`src/design/trellisPkg.sv`:
```
/*
  Datapath constants for the trellis monitor.
  Sample and phase error widths, clip limits, strobe delays,
  alignment FIFO depth and BER counter width.
*/
package trellisPkg;

  // ----------------------------------------
  // sample and phase error widths
  localparam int SAMPLE_W    = 18;  // I/Q samples and DAC words
  localparam int PHERR_W     = 10;  // raw phase error from the decoder
  localparam int PHERR_OUT_W = 8;   // after limiting

  // symmetric clip, -128 is never produced
  localparam logic signed [PHERR_OUT_W-1:0] PHERR_MAX = 8'sd127;
  localparam logic signed [PHERR_OUT_W-1:0] PHERR_MIN = -8'sd127;

  // ----------------------------------------
  // strobe timing and BER alignment
  localparam int TRELL_DELAY  = 11;  // half-symbol condition to decoder enable
  localparam int LEGACY_DELAY = 14;  // in symbol strobes
  localparam int ALIGN_DEPTH  = 32;
  localparam int ALIGN_PTR_W  = $clog2(ALIGN_DEPTH);
  localparam int COUNT_W      = 16;  // each BER counter

endpackage
```
`src/design/trellisRegPkg.sv`:
```
/*
  Host-visible definitions.
  Bus widths, register map, DAC source codes
  and the BER status word with its two views.
*/
package trellisRegPkg;

  import trellisPkg::*;

  // ----------------------------------------
  // host bus
  localparam int ADDR_W = 12;
  localparam int DATA_W = 32;

  // register map, one word only
  localparam logic [ADDR_W-1:0] BER_ADDR = 12'h040;

  // ----------------------------------------
  // DAC source select, unlisted codes fall back to phase error
  typedef enum logic [3:0] {
    DAC_I     = 4'h0,
    DAC_Q     = 4'h1,
    DAC_PHERR = 4'h2
  } dacSel_e;

  // BER status word
  // raw is what the host reads, count is how the counter fills it
  typedef struct packed {
    logic [COUNT_W-1:0] errorCount;  // upper half
    logic [COUNT_W-1:0] bitCount;    // lower half, counts down
  } berCount_t;

  typedef union packed {
    logic [DATA_W-1:0] raw;
    berCount_t         count;
  } berWord_u;

endpackage

```
`src/design/trellisMonitor.sv`:
```
/*
  Top of the trellis decoder support logic.
  Strobe timing, legacy alignment, BER counters,
  phase error limiter, host registers and DAC mux.
*/
module trellisMonitor
  import trellisPkg::*;
  import trellisRegPkg::*;
(
  input  logic                clk,
  input  logic                reset,
  input  logic                symEn,
  input  logic                sym2xEn,
  input  logic                legacyBit,
  input  logic                decBit,
  input  logic                decBitEn,
  input  logic                phErrEn,
  input  logic                req,
  input  logic                write,
  input  logic [SAMPLE_W-1:0] iIn,
  input  logic [SAMPLE_W-1:0] qIn,
  input  logic [PHERR_W-1:0]  phaseErr,
  input  logic [ADDR_W-1:0]   addr,
  input  dacSel_e             dac0Select,
  input  dacSel_e             dac1Select,
  input  dacSel_e             dac2Select,
  output logic                trellEna,
  output logic                sym2xEnOut,
  output logic                ack,
  output logic                dac0Sync,
  output logic                dac1Sync,
  output logic                dac2Sync,
  output logic [DATA_W-1:0]   rdData,
  output logic [SAMPLE_W-1:0] dac0Data,
  output logic [SAMPLE_W-1:0] dac1Data,
  output logic [SAMPLE_W-1:0] dac2Data
);

  logic                   refBit;
  logic                   berRestart;
  logic [PHERR_OUT_W-1:0] phErrLim;
  berWord_u               berStatus;

  // ----------------------------------------
  // strobes and BER path
  strobeTiming u_strobeTiming (
    .clk        (clk),
    .reset      (reset),
    .symEn      (symEn),
    .sym2xEn    (sym2xEn),
    .decBitEn   (decBitEn),
    .trellEna   (trellEna),
    .sym2xEnOut (sym2xEnOut)
  );

  legacyAlign u_legacyAlign (
    .clk       (clk),
    .reset     (reset),
    .symEn     (symEn),
    .decBitEn  (decBitEn),
    .legacyBit (legacyBit),
    .refBit    (refBit)
  );

  berCounter u_berCounter (
    .clk        (clk),
    .reset      (reset),
    .berRestart (berRestart),
    .decBitEn   (decBitEn),
    .decBit     (decBit),
    .refBit     (refBit),
    .berStatus  (berStatus)
  );

  regAccess u_regAccess (
    .clk        (clk),
    .reset      (reset),
    .req        (req),
    .write      (write),
    .addr       (addr),
    .berStatus  (berStatus),
    .ack        (ack),
    .berRestart (berRestart),
    .rdData     (rdData)
  );

  // ----------------------------------------
  // phase error and DAC outputs
  phaseErrorLimiter u_phaseErrorLimiter (
    .clk      (clk),
    .reset    (reset),
    .phErrEn  (phErrEn),
    .phaseErr (phaseErr),
    .phErrLim (phErrLim)
  );

  dacMux u_dacMux (
    .clk        (clk),
    .reset      (reset),
    .sym2xEn    (sym2xEn),
    .phErrEn    (phErrEn),
    .iIn        (iIn),
    .qIn        (qIn),
    .phErrLim   (phErrLim),
    .dac0Select (dac0Select),
    .dac1Select (dac1Select),
    .dac2Select (dac2Select),
    .dac0Sync   (dac0Sync),
    .dac1Sync   (dac1Sync),
    .dac2Sync   (dac2Sync),
    .dac0Data   (dac0Data),
    .dac1Data   (dac1Data),
    .dac2Data   (dac2Data)
  );

endmodule

```
`src/design/dacMux.sv`:
```
/*
  DAC output selection.
  Three registered channels, each carrying I, Q or the
  limited phase error together with its source strobe.
*/
module dacMux
  import trellisPkg::*;
  import trellisRegPkg::*;
(
  input  logic                   clk,
  input  logic                   reset,
  input  logic                   sym2xEn,
  input  logic                   phErrEn,
  input  logic [SAMPLE_W-1:0]    iIn,
  input  logic [SAMPLE_W-1:0]    qIn,
  input  logic [PHERR_OUT_W-1:0] phErrLim,
  input  dacSel_e                dac0Select,
  input  dacSel_e                dac1Select,
  input  dacSel_e                dac2Select,
  output logic                   dac0Sync,
  output logic                   dac1Sync,
  output logic                   dac2Sync,
  output logic [SAMPLE_W-1:0]    dac0Data,
  output logic [SAMPLE_W-1:0]    dac1Data,
  output logic [SAMPLE_W-1:0]    dac2Data
);

  logic [SAMPLE_W-1:0] phErrWord;
  logic [SAMPLE_W:0]   src0;  // {sync, data}
  logic [SAMPLE_W:0]   src1;
  logic [SAMPLE_W:0]   src2;

  // phase error left aligned on the DAC
  assign phErrWord = {phErrLim, {(SAMPLE_W-PHERR_OUT_W){1'b0}}};

  function automatic logic [SAMPLE_W:0] dacSource(
    input dacSel_e             sel,
    input logic                iqSync,
    input logic [SAMPLE_W-1:0] iWord,
    input logic [SAMPLE_W-1:0] qWord,
    input logic                phSync,
    input logic [SAMPLE_W-1:0] phWord
  );
    case (sel)
      DAC_I:   dacSource = {iqSync, iWord};
      DAC_Q:   dacSource = {iqSync, qWord};
      default: dacSource = {phSync, phWord};  // DAC_PHERR and spare codes
    endcase
  endfunction

  assign src0 = dacSource(dac0Select, sym2xEn, iIn, qIn, phErrEn, phErrWord);
  assign src1 = dacSource(dac1Select, sym2xEn, iIn, qIn, phErrEn, phErrWord);
  assign src2 = dacSource(dac2Select, sym2xEn, iIn, qIn, phErrEn, phErrWord);

  // ----------------------------------------
  // one register stage on every channel
  always_ff @(posedge clk) begin
    if (reset) begin
      dac0Sync <= 1'b0;
      dac1Sync <= 1'b0;
      dac2Sync <= 1'b0;
    end else begin
      dac0Sync <= src0[SAMPLE_W];
      dac1Sync <= src1[SAMPLE_W];
      dac2Sync <= src2[SAMPLE_W];
    end
  end

  always_ff @(posedge clk) begin
    dac0Data <= src0[SAMPLE_W-1:0];
    dac1Data <= src1[SAMPLE_W-1:0];
    dac2Data <= src2[SAMPLE_W-1:0];
  end

endmodule

```
`src/design/regAccess.sv`:
```
/*
  Host register port.
  Four-phase req/ack handshake, BER address decode,
  read data capture and the BER restart pulse.
*/
module regAccess
  import trellisPkg::*;
  import trellisRegPkg::*;
(
  input  logic              clk,
  input  logic              reset,
  input  logic              req,
  input  logic              write,
  input  logic [ADDR_W-1:0] addr,
  input  berWord_u          berStatus,
  output logic              ack,
  output logic              berRestart,
  output logic [DATA_W-1:0] rdData
);

  logic berHit;
  logic ackRise;

  assign berHit  = addr == BER_ADDR;
  assign ackRise = req && !ack;  // new request after the last ack has dropped

  // ----------------------------------------
  // handshake state
  always_ff @(posedge clk) begin
    if (reset) begin
      ack        <= 1'b0;
      berRestart <= 1'b0;
    end else begin
      berRestart <= ackRise && write && berHit;  // single cycle
      if (ackRise) begin
        ack <= 1'b1;
      end else if (!req) begin
        ack <= 1'b0;
      end
    end
  end

  // read data held while ack is high
  always_ff @(posedge clk) begin
    if (ackRise) begin
      rdData <= berHit ? berStatus.raw : '0;  // unmapped reads as zero
    end
  end

  // host must keep req up until it sees ack
  assert property (@(posedge clk) disable iff (reset)
    $rose(ack) |-> req);

endmodule

```
`src/design/berCounter.sv`:
```
/*
  Bit error estimate.
  Down-counter of compared bits and up-counter of mismatches
  against the aligned legacy bit, restarted by the host.
*/
module berCounter
  import trellisPkg::*;
  import trellisRegPkg::*;
(
  input  logic     clk,
  input  logic     reset,
  input  logic     berRestart,
  input  logic     decBitEn,
  input  logic     decBit,
  input  logic     refBit,
  output berWord_u berStatus
);

  logic countDone;

  assign countDone = berStatus.count.bitCount == '0;  // window used up

  // ----------------------------------------
  // one compare per decoded bit until the window is spent
  always_ff @(posedge clk) begin
    if (reset || berRestart) begin
      berStatus.count.bitCount   <= {COUNT_W{1'b1}};
      berStatus.count.errorCount <= '0;
    end else if (decBitEn && !countDone) begin
      berStatus.count.bitCount <= berStatus.count.bitCount - 1'b1;
      if (decBit != refBit) begin
        berStatus.count.errorCount <= berStatus.count.errorCount + 1'b1;
      end
    end
  end

  // window only refills on restart
  assert property (@(posedge clk) disable iff (reset)
    !berRestart |=> berStatus.count.bitCount <= $past(berStatus.count.bitCount));

endmodule

```
`src/design/phaseErrorLimiter.sv`:
```
/*
  Phase error limiter.
  Clips the decoder phase error to a signed 8-bit value,
  one strobe of pipeline between input and output.
*/
module phaseErrorLimiter
  import trellisPkg::*;
(
  input  logic                   clk,
  input  logic                   reset,
  input  logic                   phErrEn,
  input  logic [PHERR_W-1:0]     phaseErr,
  output logic [PHERR_OUT_W-1:0] phErrLim
);

  logic signed [PHERR_W-1:0] errSigned;
  logic [PHERR_OUT_W-1:0]    dataBits;
  logic                      satPos;
  logic                      satNeg;

  assign errSigned = phaseErr;

  // first stage keeps low bits and overflow flags,
  // second stage picks the output at the next strobe
  always_ff @(posedge clk) begin
    if (reset) begin
      dataBits <= '0;
      satPos   <= 1'b0;
      satNeg   <= 1'b0;
      phErrLim <= '0;
    end else if (phErrEn) begin
      dataBits <= phaseErr[PHERR_OUT_W-1:0];
      satPos   <= errSigned > PHERR_MAX;
      satNeg   <= errSigned < PHERR_MIN;  // -128 counts as overflow
      if (satPos) begin
        phErrLim <= PHERR_MAX;
      end else if (satNeg) begin
        phErrLim <= PHERR_MIN;
      end else begin
        phErrLim <= dataBits;
      end
    end
  end

  // clip is symmetric around zero
  assert property (@(posedge clk) disable iff (reset)
    phErrLim != {1'b1, {(PHERR_OUT_W-1){1'b0}}});

endmodule

```
`src/design/legacyAlign.sv`:
```
/*
  Legacy reference bit alignment.
  Symbol-rate delay line for the legacy bit and a bit FIFO
  that hands one reference bit to each decoder output strobe.
*/
module legacyAlign
  import trellisPkg::*;
(
  input  logic clk,
  input  logic reset,
  input  logic symEn,
  input  logic decBitEn,
  input  logic legacyBit,
  output logic refBit
);

  logic [LEGACY_DELAY-1:0] legacySr;
  logic                    alignMem [ALIGN_DEPTH];
  logic [ALIGN_PTR_W-1:0]  wrPtr;
  logic [ALIGN_PTR_W-1:0]  rdPtr;
  logic [ALIGN_PTR_W:0]    fillCount;  // needs one extra bit for full

  // ----------------------------------------
  // delay line, cleared so the first pushes are zero
  always_ff @(posedge clk) begin
    if (reset) begin
      legacySr <= '0;
    end else if (symEn) begin
      legacySr <= {legacySr[LEGACY_DELAY-2:0], legacyBit};
    end
  end

  // ----------------------------------------
  // alignment FIFO, push on symEn and pop on decBitEn
  always_ff @(posedge clk) begin
    if (symEn) begin
      alignMem[wrPtr] <= legacySr[LEGACY_DELAY-1];
    end
  end

  always_ff @(posedge clk) begin
    if (reset) begin
      wrPtr     <= '0;
      rdPtr     <= '0;
      fillCount <= '0;
    end else begin
      if (symEn) wrPtr <= wrPtr + 1'b1;      // wraps at depth
      if (decBitEn) rdPtr <= rdPtr + 1'b1;
      case ({symEn, decBitEn})
        2'b10:   fillCount <= fillCount + 1'b1;
        2'b01:   fillCount <= fillCount - 1'b1;
        default: fillCount <= fillCount;
      endcase
    end
  end

  assign refBit = alignMem[rdPtr];  // valid in the decBitEn cycle

  // decoder latency must stay inside the FIFO depth
  assert property (@(posedge clk) disable iff (reset)
    symEn |-> fillCount != ALIGN_DEPTH);
  assert property (@(posedge clk) disable iff (reset)
    decBitEn |-> fillCount != 0);

endmodule

```
`src/design/strobeTiming.sv`:
```
/*
  Strobe timing around the decoder.
  Decoder enable from the half-symbol condition and
  the two-cycle double-rate strobe for the line decoder.
*/
module strobeTiming
  import trellisPkg::*;
(
  input  logic clk,
  input  logic reset,
  input  logic symEn,
  input  logic sym2xEn,
  input  logic decBitEn,
  output logic trellEna,
  output logic sym2xEnOut
);

  logic [TRELL_DELAY-1:0] halfSymShift;  // one bit per cycle of delay
  logic                   decBitDly;

  // second half of the symbol is sym2xEn without symEn
  always_ff @(posedge clk) begin
    if (reset) begin
      halfSymShift <= '0;
    end else begin
      halfSymShift <= {halfSymShift[TRELL_DELAY-2:0], sym2xEn & ~symEn};
    end
  end

  assign trellEna = halfSymShift[TRELL_DELAY-1];

  // widen each decoded bit strobe to two cycles
  always_ff @(posedge clk) begin
    if (reset) begin
      decBitDly  <= 1'b0;
      sym2xEnOut <= 1'b0;
    end else begin
      decBitDly  <= decBitEn;
      sym2xEnOut <= decBitEn | decBitDly;  // high 1 and 2 cycles later
    end
  end

  // two-cycle widening only works with at least 3 cycles between strobes
  assert property (@(posedge clk) disable iff (reset)
    decBitEn |=> !decBitEn [*2]);

endmodule

```
`config.mk`:
```
export PLATFORM = sky130hd
export DESIGN_NAME = trellisMonitor
export DESIGN_NICKNAME = d
export VERILOG_FILES = /design/src/design/trellisPkg.sv /design/src/design/trellisRegPkg.sv /design/src/design/trellisMonitor.sv /design/src/design/dacMux.sv /design/src/design/regAccess.sv /design/src/design/berCounter.sv /design/src/design/phaseErrorLimiter.sv /design/src/design/legacyAlign.sv /design/src/design/strobeTiming.sv
export SDC_FILE = /design/constraint.sdc
export NUM_CORES = 1
export LEC_CHECK = 0
export BUFFER_PORTS_ARGS = -buffer_cell sky130_fd_sc_hd__buf_2
export CAP_MARGIN = 40
export CELL_PAD_IN_SITES_DETAIL_PLACEMENT = 0
export CELL_PAD_IN_SITES_GLOBAL_PLACEMENT = 2
export CORE_UTILIZATION = 37
export CTS_CLUSTER_SIZE = 8
export DETAILED_ROUTE_END_ITERATION = 7
export PLACE_DENSITY = 0.83
export SLEW_MARGIN = 20
export SYNTH_ARGS = -nofsm -noshare
export SYNTH_HDL_FRONTEND = slang
export SYNTH_SLANG_ARGS = --single-unit
```
`constraint.sdc`:
```
create_clock -name clk -period 5.1 [get_ports clk]
set_input_delay 1.02 -clock clk [delete_from_list [all_inputs] [get_ports clk]]
set_output_delay 1.02 -clock clk [all_outputs]
set_load 0.03 [all_outputs]
```
After elaboration in Yosys (flattened, before gate mapping)

Memory sizes are Yosys's and may differ from the RTL's. A register that Yosys moved wholly into a read port is not among the register bits.
Cells that the tools add are included.

Reductions and logical operators: 12
Magnitude comparators: 2
Bitwise gates (word level): 3
Multiplexer cells: 11
Equality and inequality tests: 6
Add/subtract/negate cells: 4

Operator list:

| cell                    | number |
|---|---|
| $pmux W19 S2            | 3 |
| $add A16 B1 Y16 const B | 1 |
| $logic_not A16 Y1       | 1 |
| $mux W8                 | 2 |
| $sub A16 B1 Y16 const B | 1 |
| $eq A12 B7 Y1 const B   | 1 |
| $eq A4 B1 Y1 const B    | 3 |
| $logic_not A4 Y1        | 3 |
| $add A5 B1 Y5 const B   | 2 |
| $gt A10 B8 Y1 const B   | 1 |
| $lt A10 B8 Y1 const B   | 1 |
| $mux W5                 | 2 |
| $logic_and A1 B1 Y1     | 4 |
| $mux W1                 | 4 |
| $logic_not A1 Y1        | 2 |
| $ne A2 B1 Y1 const B    | 1 |
| $reduce_and A2 Y1       | 1 |
| $and A1 B1 Y1           | 1 |
| $logic_or A1 B1 Y1      | 1 |
| $ne A1 B1 Y1            | 1 |
| $not A1 Y1              | 1 |
| $or A1 B1 Y1            | 1 |

Register bits after elaboration: 178
Logic and storage cells: 60
Bits of input ports: 80
Memories kept: 1
RAM bits: 32

Memory list:

| name                   | depth | width | rd ports | clocked after Yosys merged registers in | write ports | line              | text |
|---|---|---|---|---|---|---|---|
| u_legacyAlign.alignMem | 32    | 1     | 1        | 1                                       | 1           | legacyAlign.sv:18 | `logic alignMem [ALIGN_DEPTH];` |

Depth between registers and ports, before layout

Gate-level depths: netlist of run 1.

Depth after elaboration: 4
Depth in mapped cells: 9
Mapped depth without buffers: 8

Modules after synthesis

Synthesis of run 1 repeated with hierarchy kept, for this count alone.

Cell total of the unflattened synthesis: 828
Area, all modules: 9357.7 um2

By module, submodules not included:

| module            | area each (um2) | cells an instance | times used |
|---|---|---|---|
| legacyAlign       | 2558.7          | 223               | 1 |
| dacMux            | 2268.4          | 185               | 1 |
| regAccess         | 1722.9          | 117               | 1 |
| berCounter        | 1720.4          | 201               | 1 |
| phaseErrorLimiter | 723.2           | 75                | 1 |
| strobeTiming      | 364.1           | 27                | 1 |

Worst setup path after synthesis of run 1

No wires, ideal clock.

Kind: input -> register
From: input port req
To: register u_regAccess.rdData[0] (enable)
Cell stages on the path: 1
Arrival: 2.487 ns
Data required time: 4.675 ns
Slack: 2.187 ns
Cells stage by stage: nor2b_1

Word-level cells in the longest chain between the ends: 1

RTL lines:

| element              | line                 | text |
|---|---|---|
| from (decl)          | trellisMonitor.sv:18 | `input logic req,` |
| $logic_and A1 B1 Y1  | regAccess.sv:25      | `assign ackRise = req && !ack;` |
| to (signal assigned) | regAccess.sv:46      | `rdData <= berHit ? berStatus.raw : '0;` |
| to (decl)            | regAccess.sv:18      | `output logic [DATA_W-1:0] rdData` |

Every way passes these cells.
A chain may end at the register's enable or synchronous reset.

Worst setup path in the final report of run 1

From: register u_berCounter.berStatus[7] in the netlist's numbering
To: register u_berCounter.berStatus[20] in the netlist's numbering

Word-level cells in the longest chain between the ends: 4

RTL lines:

| element                     | line             | text |
|---|---|---|
| from (decl)                 | berCounter.sv:16 | `output berWord_u berStatus` |
| $logic_not A16 Y1           | berCounter.sv:21 | `assign countDone = berStatus.count.bitCount == '0;` |
| $logic_not A1 Y1            | berCounter.sv:29 | `end else if (decBitEn && !countDone) begin` |
| $logic_and A1 B1 Y1         | berCounter.sv:29 |  |
| $reduce_and A2 Y1 (no line) | -                |  |

Every way passes these cells.

==> reports/metrics.csv, run 1 <==
stage;metric;value;unit
run_status;status;complete, no violations;
global_routing;grt_pass1_wl;31.3;mm
global_routing;grt_max_degree;71;
synth;netlist_instances;825;
clocking;cts_tree;yes;
sta;timing.fmax;417;MHz
clocking;cts-resized-gates;0;
detailed_routing;viasPerCell;4.76;
synth;synth-compound-area-share;6.03;%
power;p_clk_share;44.3;%
global_routing;grt_antenna_before_repair;0;
critical_path;cp-end-kind;register;
floorplan;dieArea;0.0242;mm2
detailed_routing;first_pass_iters;6;
synth;ys_types;57;
sta;fin_tns_setup;0;ns
floorplan;num_rows;55;
floorplan;start_util;38.1;%
synth;synth-seq-area-share;56.6;%
sta;tightest_slew;0.747;ns
final_layout;utilization;46.9;%
synth;synth_top_area_share;34.6;%
clocking;cts_num_sinks;215;
detailed_routing;drc;0;
synth;synth_edf_count;64;
synth;synth_top_family_by_area;simple AND/OR/NAND/NOR gates;
sta;worst_clock_skew;0.0146;ns
synth;synth_seq_cells;215;
clocking;cts_max_path_buffers;3;
sta;holdWs;0.429;ns
clocking;cts-htree-levels;1;
sta;rsz0062_at_grt;no;
critical_path;cpPeakStageDelay;0.59;ns
final_layout;syn2layout_area_growth;23.1;%
clocking;cts_setup_buffers;0;
clocking;clkLatencyLatePin;0.54;ns
critical_path;start_kind;register;
detailed_routing;wirelength;19.6;mm
global_routing;grt_pass1_vias;6130;
floorplan;io_pins;172;
final_layout;n_antenna_cell;0;
synth;syn_area_per_cell;10.6;um2
final_layout;final_area;0.0108;mm2
detailed_routing;ant_nets;0;
detailed_routing;via_count;6280;
critical_path;arrival;2.86;ns
power;p_leak;0.00456;uW
synth;synthSimpleGateAreaFrac;19.4;%
sta;min_period;2.40;ns
synth;yosysWarnings;0;
placed_design;dpl_cell_area;0.00992;mm2
detailed_routing;routedWlPerCell;14.8;um
power;power_density;367;mW/mm2
critical_path;crit_slowest_cell;or4_4;
synth;syn-num-nets;912;
power;p_sw;934;uW
job;maxCapViolations;0;
floorplan;core-area;0.0229;mm2
global_routing;globalRouteTotalUtil;16.0;%
critical_path;crit_chain;or4_4 -> nand4bb_4 -> o21ai_4 -> a211oi_4 -> o21ai_0 -> mux2i_1;
synth;yosysTopAreaCell;dfxtp_1;
sta;post-route-period-util;47.1;%
critical_path;worst_ep_required_time;5.56;ns
critical_path;critPathKind;register to register;
floorplan;die_h;156;um
placed_design;place_congestion;0.793;
power;switching_share;23.7;%
clocking;clkTransAtPathRegs;0.05;ns
power;p_seq_share;46.7;%
floorplan;die_w;156;um
placed_design;hpwl;13.3;mm
final_layout;drive_above_1_share;22.9;%
critical_path;critPathMaxFanout;16;
hold_path;min_path_type;register to register;
final_layout;fin_nets;1080;
global_routing;grt-ovfl-total;0;
synth;synth_ff_type;dfxtp_1;
clocking;cts_inserted_buffers;30;
placed_design;io_buffer_count;171;
detailed_routing;drtIter0Drc;228;
synth;synthXorXnorAreaFrac;1.70;%
critical_path;crit_family;compound AO/OA/AOI/OAI gates;
synth;syn_area;0.00874;mm2
sta;relSlewSlack;50.2;%
clocking;clockRootBuffer;clkbuf_16;
power;p_total;3940;uW
power;irDropWorstVdd;0.214;mV
sta;final_max_slew_viol_count;0;
critical_path;path_buf_inv;0;
synth;yosys.area_share.adder;1.00;%
power;combPwrFrac;9.0;%
synth;async_flop_share;0;%
synth;synth.area.top_cells;dfxtp_1, edfxtp_1, mux2i_1;
synth;synth.area.mux_share;12.6;%
sta;hold_viol;0;
clocking;hold_buffers;0;
power;power.internal;3010;uW
sta;setup_viol;0;
[path summary, 6_finish.rpt]
path                                          to  cells past startpoint                           start  slack [ns]
hold reg to reg   u_strobeTiming.halfSymShift[4]                      1  u_strobeTiming.halfSymShift[3]        0.43
hold / removal    u_strobeTiming.halfSymShift[4]                      1  u_strobeTiming.halfSymShift[3]        0.43
setup reg to reg      u_berCounter.berStatus[20]                      6       u_berCounter.berStatus[7]        2.70
setup / recovery      u_berCounter.berStatus[20]                      6       u_berCounter.berStatus[7]        2.70
[layout make-up]
| class | instances | area, um2 |
|---|---|---|
| Clock buffer | 45 | 807 |
| Clock inverter | 1 | 16.3 |
| Fill cell | 2180 | 12200 |
| Inverter | 9 | 33.8 |
| Multi-Input combinational cell | 556 | 3560 |
| Sequential cell | 215 | 4940 |
| Tap cell | 313 | 392 |
| Timing Repair Buffer | 181 | 1000 |
[state kept, by name (all words and copies together) (netlist names), 5 cells and up, named ones only]
signal                        cells
u_berCounter.berStatus           32
u_legacyAlign.wrPtr               5
u_regAccess.rdData               32
u_legacyAlign.alignMem           32
u_strobeTiming.halfSymShift      11
u_dacMux.dac1Data                18
u_legacyAlign.rdPtr               5
u_phaseErrorLimiter.dataBits      8
u_dacMux.dac2Data                18
u_legacyAlign.legacySr           14
u_phaseErrorLimiter.phErrLim      8
u_dacMux.dac0Data                18
[placed cells by master (no fill, tap or decap), drive strengths merged, types with 14 or more instances in the layout]
cell,synthesis,final
nand3,16,16
nor2,112,112
dfxtp,151,151
a21oi,15,15
nor2b,20,20
clkbuf,39,45
o21ai,37,37
nor3,23,23
nor4,14,14
mux2i,106,106
and2,33,33
edfxtp,64,64
buf,6,181
nand2,74,74
[synthesized netlist by cell type (3+ instances only)]
| cell | count |
|---|---|
| nand3_1 | 16 |
| o41ai_1 | 3 |
| nand2b_1 | 6 |
| nor4_1 | 13 |
| xor2_1 | 8 |
| nor2b_1 | 20 |
| o31ai_1 | 4 |
| clkbuf_1 | 39 |
| o22ai_1 | 6 |
| nor2_1 | 112 |
| or2_2 | 3 |
| o211ai_1 | 4 |
| o21ai_0 | 36 |
| a21oi_1 | 14 |
| nand4_1 | 7 |
| or3_1 | 13 |
| xnor2_1 | 9 |
| and3_1 | 9 |
| inv_1 | 9 |
| edfxtp_1 | 64 |
| nand2_1 | 74 |
| ha_1 | 7 |
| and2_1 | 32 |
| dfxtp_1 | 151 |
| nor3_1 | 22 |
| mux2i_1 | 106 |
[layer usage]
| metal | vias up | part of all wire, % | wire [um] | global-route usage [%] |
|---|---|---|---|---|
| met5 | - | 0 | 0 | 0 |
| met3 | 25 | 4.8 | 947 | 3.06 |
| met4 | 0 | 1.8 | 354 | 4.58 |
| met2 | 151 | 46 | 9100 | 26.7 |
| li1 | 3212 | - | - | - |
| met1 | 2892 | 47 | 9170 | 21.1 |
[metrics by stage]
step,instances,setup WS (ns)
final,1320,2.70
after global routing,1320,2.49
after CTS,1319,2.39
after detailed placement,1273,2.39
after global placement,1267,2.43
after floorplan,825,2.19
[logic make-up (layout without fill, tap and decap cells)]
| group | count (synthesis) | in the layout |
|---|---|---|
| buffers and inverters | 54 | 236 |
| and+or+nand+nor | 342 | 342 |
| AOI/OAI and AO/OA | 81 | 81 |
| xor gates and xnor gates | 17 | 17 |
| adders and majority gates | 7 | 7 |
| muxes | 109 | 109 |
| DFF | 215 | 215 |
[power groups by stage]
stage	clock [uW]	combinational (uW)	sequential, uW
floorplan	0	165	1940
global placement	0	345	1880
detailed placement	0	351	1880
CTS	1800	353	1850
global route	1880	385	1850
finish	1750	354	1840
Note: power is estimated with default switching activity, not from simulation.
==> run 2, diff against run 1 <==
CORE_UTILIZATION = 35   (was 37)
PLACE_DENSITY = 0.8   (was 0.83)
clock period = 2.3 ns   (was 5.1 ns; I/O delays follow)
==> reports/metrics.csv, run 2 (synthesis results as in run 1) <==
stage;metric;value;unit;change
run_status;status;complete, no violations;;
sta;setup_viol;0;;unchanged
sta;final_max_slew_viol_count;0;;unchanged
power;switching_share;24.0;%;+0.31 points
sta;relSlewSlack;57.0;%;+6.8 points
sta;timing.fmax;450;MHz;+8.0%
critical_path;crit_slowest_cell;nor3_2;;
power;combPwrFrac;9.0;%;about the same
sta;post-route-period-util;96.6;%;+50 points
critical_path;crit_family;simple AND/OR/NAND/NOR gates;;
power;p_seq_share;46.4;%;-0.3 points
clocking;cts_max_path_buffers;3;;unchanged
detailed_routing;drc;0;;unchanged
power;p_clk_share;44.6;%;+0.3 points
placed_design;place_congestion;0.771;;-2.8%
placed_design;dpl_cell_area;0.00996;mm2;+0.47%
power;power.internal;6690;uW;+120%
sta;worst_clock_skew;0.0111;ns;-0.00351 ns
clocking;hold_buffers;0;;unchanged
floorplan;num_rows;57;;+3.6%
critical_path;critPathKind;register to register;;
floorplan;io_pins;172;;unchanged
power;p_total;8800;uW;+120%
power;p_leak;0.00460;uW;+0.84%
final_layout;utilization;44.4;%;-2.5 points
critical_path;critPathMaxFanout;16;;unchanged
detailed_routing;routedWlPerCell;14.7;um;-0.75%
detailed_routing;first_pass_iters;5;;-1
global_routing;grt_pass1_wl;32.3;mm;+3.1%
global_routing;grt-ovfl-total;0;;unchanged
clocking;cts_inserted_buffers;30;;unchanged
global_routing;globalRouteTotalUtil;15.5;%;-0.52 points
critical_path;crit_chain;buf_12 -> mux2_4 -> o2bb2ai_1 -> a211oi_2 -> a31o_4 -> nor3_2 -> and4bb_2 -> mux2i_1;;
hold_path;min_path_type;primary input to register;;
placed_design;hpwl;13.5;mm;+0.95%
detailed_routing;wirelength;19.8;mm;+1.1%
final_layout;reg_top3;u_berCounter.berStatus (32), u_legacyAlign.alignMem (32), u_regAccess.rdData (32);;
clocking;clkTransAtPathRegs;0.06;ns;about the same
global_routing;grt_pass1_vias;6205;;+1.2%
clocking;cts_tree;yes;;
job;maxCapViolations;0;;unchanged
detailed_routing;viasPerCell;4.72;;-0.88%
sta;rsz0062_at_grt;yes;;
global_routing;grt_max_degree;36;;-49%
clocking;cts-htree-levels;1;;unchanged
floorplan;start_util;35.8;%;-2.3 points
sta;tightest_slew;0.645;ns;-0.102 ns
clocking;cts_num_sinks;215;;unchanged
final_layout;layout.cells.non_filler;1344;;+1.8%
floorplan;die_w;160;um;+2.8%
sta;hold_viol;0;;unchanged
final_layout;final_common_cell;buf_2;;
sta;min_period;2.22;ns;-0.177 ns
floorplan;dieArea;0.0256;mm2;+5.6%
clocking;clockRootBuffer;clkbuf_16;;
power;irDropWorstVdd;0.488;mV;+130%
sta;holdWs;0.159;ns;-0.271 ns
power;power_density;812;mW/mm2;+120%
critical_path;cpPeakStageDelay;0.37;ns;-0.22 ns
final_layout;final_area;0.0108;mm2;+0.77%
global_routing;grt_antenna_before_repair;1;;+1
final_layout;syn2layout_area_growth;24.0;%;
critical_path;start_kind;register;;
critical_path;path_buf_inv;1;;+1
floorplan;die_h;160;um;+2.8%
placed_design;io_buffer_count;171;;unchanged
detailed_routing;via_count;6338;;+0.92%
power;p_sw;2110;uW;+130%
final_layout;drive_above_1_share;23.8;%;+0.91 points
floorplan;core-area;0.0244;mm2;+6.4%
final_layout;fin_nets;1090;;+0.93%
critical_path;cp-end-kind;register;;
detailed_routing;drtIter0Drc;304;;+33%
detailed_routing;ant_nets;0;;unchanged
final_layout;final_cell_mix;buf_2, dfxtp_1, nor2_1;;
critical_path;arrival;2.66;ns;-0.20 ns
placed_design;place_inst;1294;;+1.6%
critical_path;worst_ep_required_time;2.73;ns;-2.83 ns
clocking;clkLatencyLatePin;0.54;ns;about the same
-- run 2: changes by cell type in the layout (fill, tap and decap cells not counted), sizes merged --
cell    delta
diode      +1
clkbuf     +2
buf       +10
-- run 2: tightest hold or removal path, stage by stage --
cell     delay (ns)
buf_2          0.08
mux2i_1        0.05
nor2_1         0.07
-- run 2: final cells by class --
class	count	area [um2]
inverter	9	33.8
antenna	1	2.50
sequential	215	4940
clock buffer	47	815
clock inverter	1	16.3
tap	324	405
timing repair buffer	191	1040
fill	2430	13600
multi-input combinational	556	3580
-- run 2: worst paths after layout --
check | startpoint | to | slack, ns | depth (start not counted)
max | register | u_berCounter.berStatus[24] | 0.08 | 8
min | legacyBit | u_legacyAlign.legacySr[0] | 0.16 | 3
max reg2reg | register | u_berCounter.berStatus[24] | 0.08 | 8
min reg2reg | u_strobeTiming.decBitDly | u_strobeTiming.sym2xEnOut | 0.43 | 2
-- run 2: timing repair --
item | 4_1_cts | 5_1_grt
setup endpoints to repair | 0 | 13
gates resized for setup | 0 | 3
setup buffers | 0 | 1
-- run 2: power groups by stage --
| stage | clock network [uW] | logic [uW] | registers, uW |
|---|---|---|---|
| floorplan | 0 | 367 | 4310 |
| global placement | 0 | 790 | 4160 |
| detailed placement | 0 | 794 | 4160 |
| CTS | 4050 | 797 | 4080 |
| global route | 4190 | 871 | 4090 |
| finish | 3920 | 795 | 4090 |
-- run 2: per-stage QoR --
step / setup TNS (ns) / worst slack [ns]
global route: -0.118 / -0.0364
detailed placement: 0 / 0.0689
CTS: 0 / 0.0435
global placement: 0 / 0.127
floorplan: 0 / 0.275
finish: 0 / 0.0773
-- run 2: layer usage --
metal	GRT usage [%]	wire, um
met3	3.22	1010
met1	20.3	9110
met2	25.5	9110
met5	0	0
met4	5.06	542
==> run 3, diff against run 2 <==
BUFFER_PORTS_ARGS = default   (was -buffer_cell sky130_fd_sc_hd__buf_2)
CORE_UTILIZATION = 40   (was 35)
DONT_BUFFER_PORTS = 1   (was default)
PLACE_DENSITY = 0.79   (was 0.8)
RECOVER_POWER = 25   (was default)
==> reports/metrics.csv, run 3 (synthesis results as in run 1) <==
stage;metric;value;unit;change
sta;setup_viol;0;;unchanged
final_layout;n_antenna_cell;0;;-1
placed_design;dpl_cell_area;0.00898;mm2;-9.8%
global_routing;grt_pass1_wl;30.0;mm;-7.3%
final_layout;syn2layout_area_growth;13.1;%;
hold_path;min_path_type;primary input to register;;
critical_path;arrival;2.66;ns;about the same
placed_design;hpwl;12.7;mm;-5.4%
clocking;cts_num_sinks;215;;unchanged
global_routing;grt-ovfl-total;0;;unchanged
critical_path;cp-end-kind;register;;
detailed_routing;routedWlPerCell;16.9;um;+15%
global_routing;grt_max_degree;71;;+97%
run_status;status;complete, no violations;;
placed_design;io_buffer_count;0;;-100%
sta;worst_clock_skew;0.0141;ns;+0.00299 ns
power;p_clk_share;45.2;%;+0.6 points
floorplan;die_w;150;um;-6.4%
final_layout;drive_above_1_share;7.34;%;-17 points
sta;timing.fmax;454;MHz;+0.92%
critical_path;start_kind;register;;
floorplan;io_pins;172;;unchanged
critical_path;critPathMaxFanout;16;;unchanged
detailed_routing;first_pass_iters;6;;+1
power;p_total;8520;uW;-3.3%
clocking;cts_max_path_buffers;3;;unchanged
detailed_routing;drtIter0Drc;233;;-23%
final_layout;reg_top3;u_berCounter.berStatus (32), u_legacyAlign.alignMem (32), u_regAccess.rdData (32);;
floorplan;num_rows;53;;-7.0%
power;power.internal;6580;uW;-1.7%
sta;tightest_slew;1.23;ns;+0.589 ns
final_layout;final_cell_mix;dfxtp_1, nor2_1, mux2i_1;;
clocking;cts_tree;yes;;
power;switching_share;22.7;%;-1.3 points
final_layout;final_common_cell;dfxtp_1;;
detailed_routing;ant_nets;0;;unchanged
job;maxCapViolations;0;;unchanged
floorplan;die_h;150;um;-6.4%
clocking;cts_inserted_buffers;30;;unchanged
detailed_routing;viasPerCell;5.22;;+11%
clocking;clockRootBuffer;clkbuf_16;;
clocking;clkLatencyLatePin;0.53;ns;about the same
critical_path;critPathKind;register to register;;
global_routing;globalRouteTotalUtil;16.6;%;+1.1 points
global_routing;grt_pass1_vias;5903;;-4.9%
final_layout;fin_nets;919;;-16%
sta;final_max_slew_viol_count;0;;unchanged
power;power_density;862;mW/mm2;+6.1%
detailed_routing;via_count;5851;;-7.7%
floorplan;dieArea;0.0224;mm2;-12%
sta;min_period;2.20;ns;-0.0202 ns
sta;hold_viol;0;;unchanged
critical_path;worst_ep_required_time;2.76;ns;+0.03 ns
floorplan;core-area;0.0212;mm2;-13%
floorplan;start_util;41.2;%;+5.4 points
power;irDropWorstVdd;0.521;mV;+6.8%
sta;relSlewSlack;17.7;%;-39 points
detailed_routing;drc;0;;unchanged
placed_design;place_congestion;0.793;;+2.9%
power;combPwrFrac;4.6;%;-4.4 points
detailed_routing;wirelength;18.9;mm;-4.3%
clocking;cts-htree-levels;1;;unchanged
final_layout;nFillCells;2013;;-17%
clocking;clkTransAtPathRegs;0.05;ns;about the same
final_layout;final_area;0.00988;mm2;-8.8%
power;p_sw;1940;uW;-8.3%
power;p_leak;0.00381;uW;-17%
sta;rsz0062_at_grt;yes;;
sta;post-route-period-util;95.8;%;-0.88 points
global_routing;grt_antenna_before_repair;0;;-1
power;p_seq_share;50.1;%;+3.7 points
==> run 3: area by class of cell <==
cell class	instances	area, um2	area share, %
Clock buffer	44	803	8.13
Inverter	9	33.8	0.342
Timing Repair Buffer	20	166	1.68
Multi-Input combinational cell	556	3570	36.1
Tap cell	275	344	3.48
Clock inverter	1	16.3	0.165
Sequential cell	215	4940	50.1
==> run 3: path summary, 6_finish.rpt <==
kind	from	end	slack, ns	cells past startpoint
worst min-delay path	reset	u_strobeTiming.sym2xEnOut	0.02	1
worst min register to register	u_strobeTiming.halfSymShift[6]	u_strobeTiming.halfSymShift[7]	0.43	1
worst max-delay path	register	u_berCounter.berStatus[23]	0.1	8
worst max register to register	register	u_berCounter.berStatus[23]	0.1	8
==> run 3: power by group through the flow <==
stage	clock network (uW)	registers [uW]	logic (uW)
floorplan	0	4310	367
global placement	0	4340	372
detailed placement	0	4340	386
CTS	3970	4270	396
global route	4120	4280	443
finish	3850	4270	395
==> run 3: routing by layer <==
metal	wire (um)	vias up	GRT usage, %
li1	-	2892	-
met1	7830	2741	19.8
met2	9360	180	28.6
met3	1240	38	4.79
met4	496	0	5.71
met5	0	-	0
==> run 3: metrics by stage <==
step           utilization (%)  hold WS [ns]  setup slack [ns]  instances  TNS (ns)
6_report                  46.6        0.0224            0.0974       1120         0
5_1_grt                   46.6       0.00639           -0.0197       1120   -0.0282
4_1_cts                   46.4      0.000491            0.0144       1115         0
3_5_place_dp              42.3         0.423            0.0219       1066         0
3_3_place_gp              42.3         0.416            0.0670       1065         0
2_1_floorplan                -         0.411             0.275        825         0
==> run 3: critical path, stage by stage (launching register included) <==
cell and delay, ns:
dfxtp_1 0.35, buf_12 0.17, mux2_4 0.30, o2bb2ai_1 0.15
a211oi_2 0.08, a31oi_2 0.29, a21oi_2 0.17, or4_1 0.49
a21oi_1 0.13
==> run 3: timing repair <==
action	4_1_cts	5_1_grt
endpoints found under the setup margin	0	11
buffers inserted	0	2
hold buffers	4	2
hold endpoints to repair	5	1
resized for setup	0	7
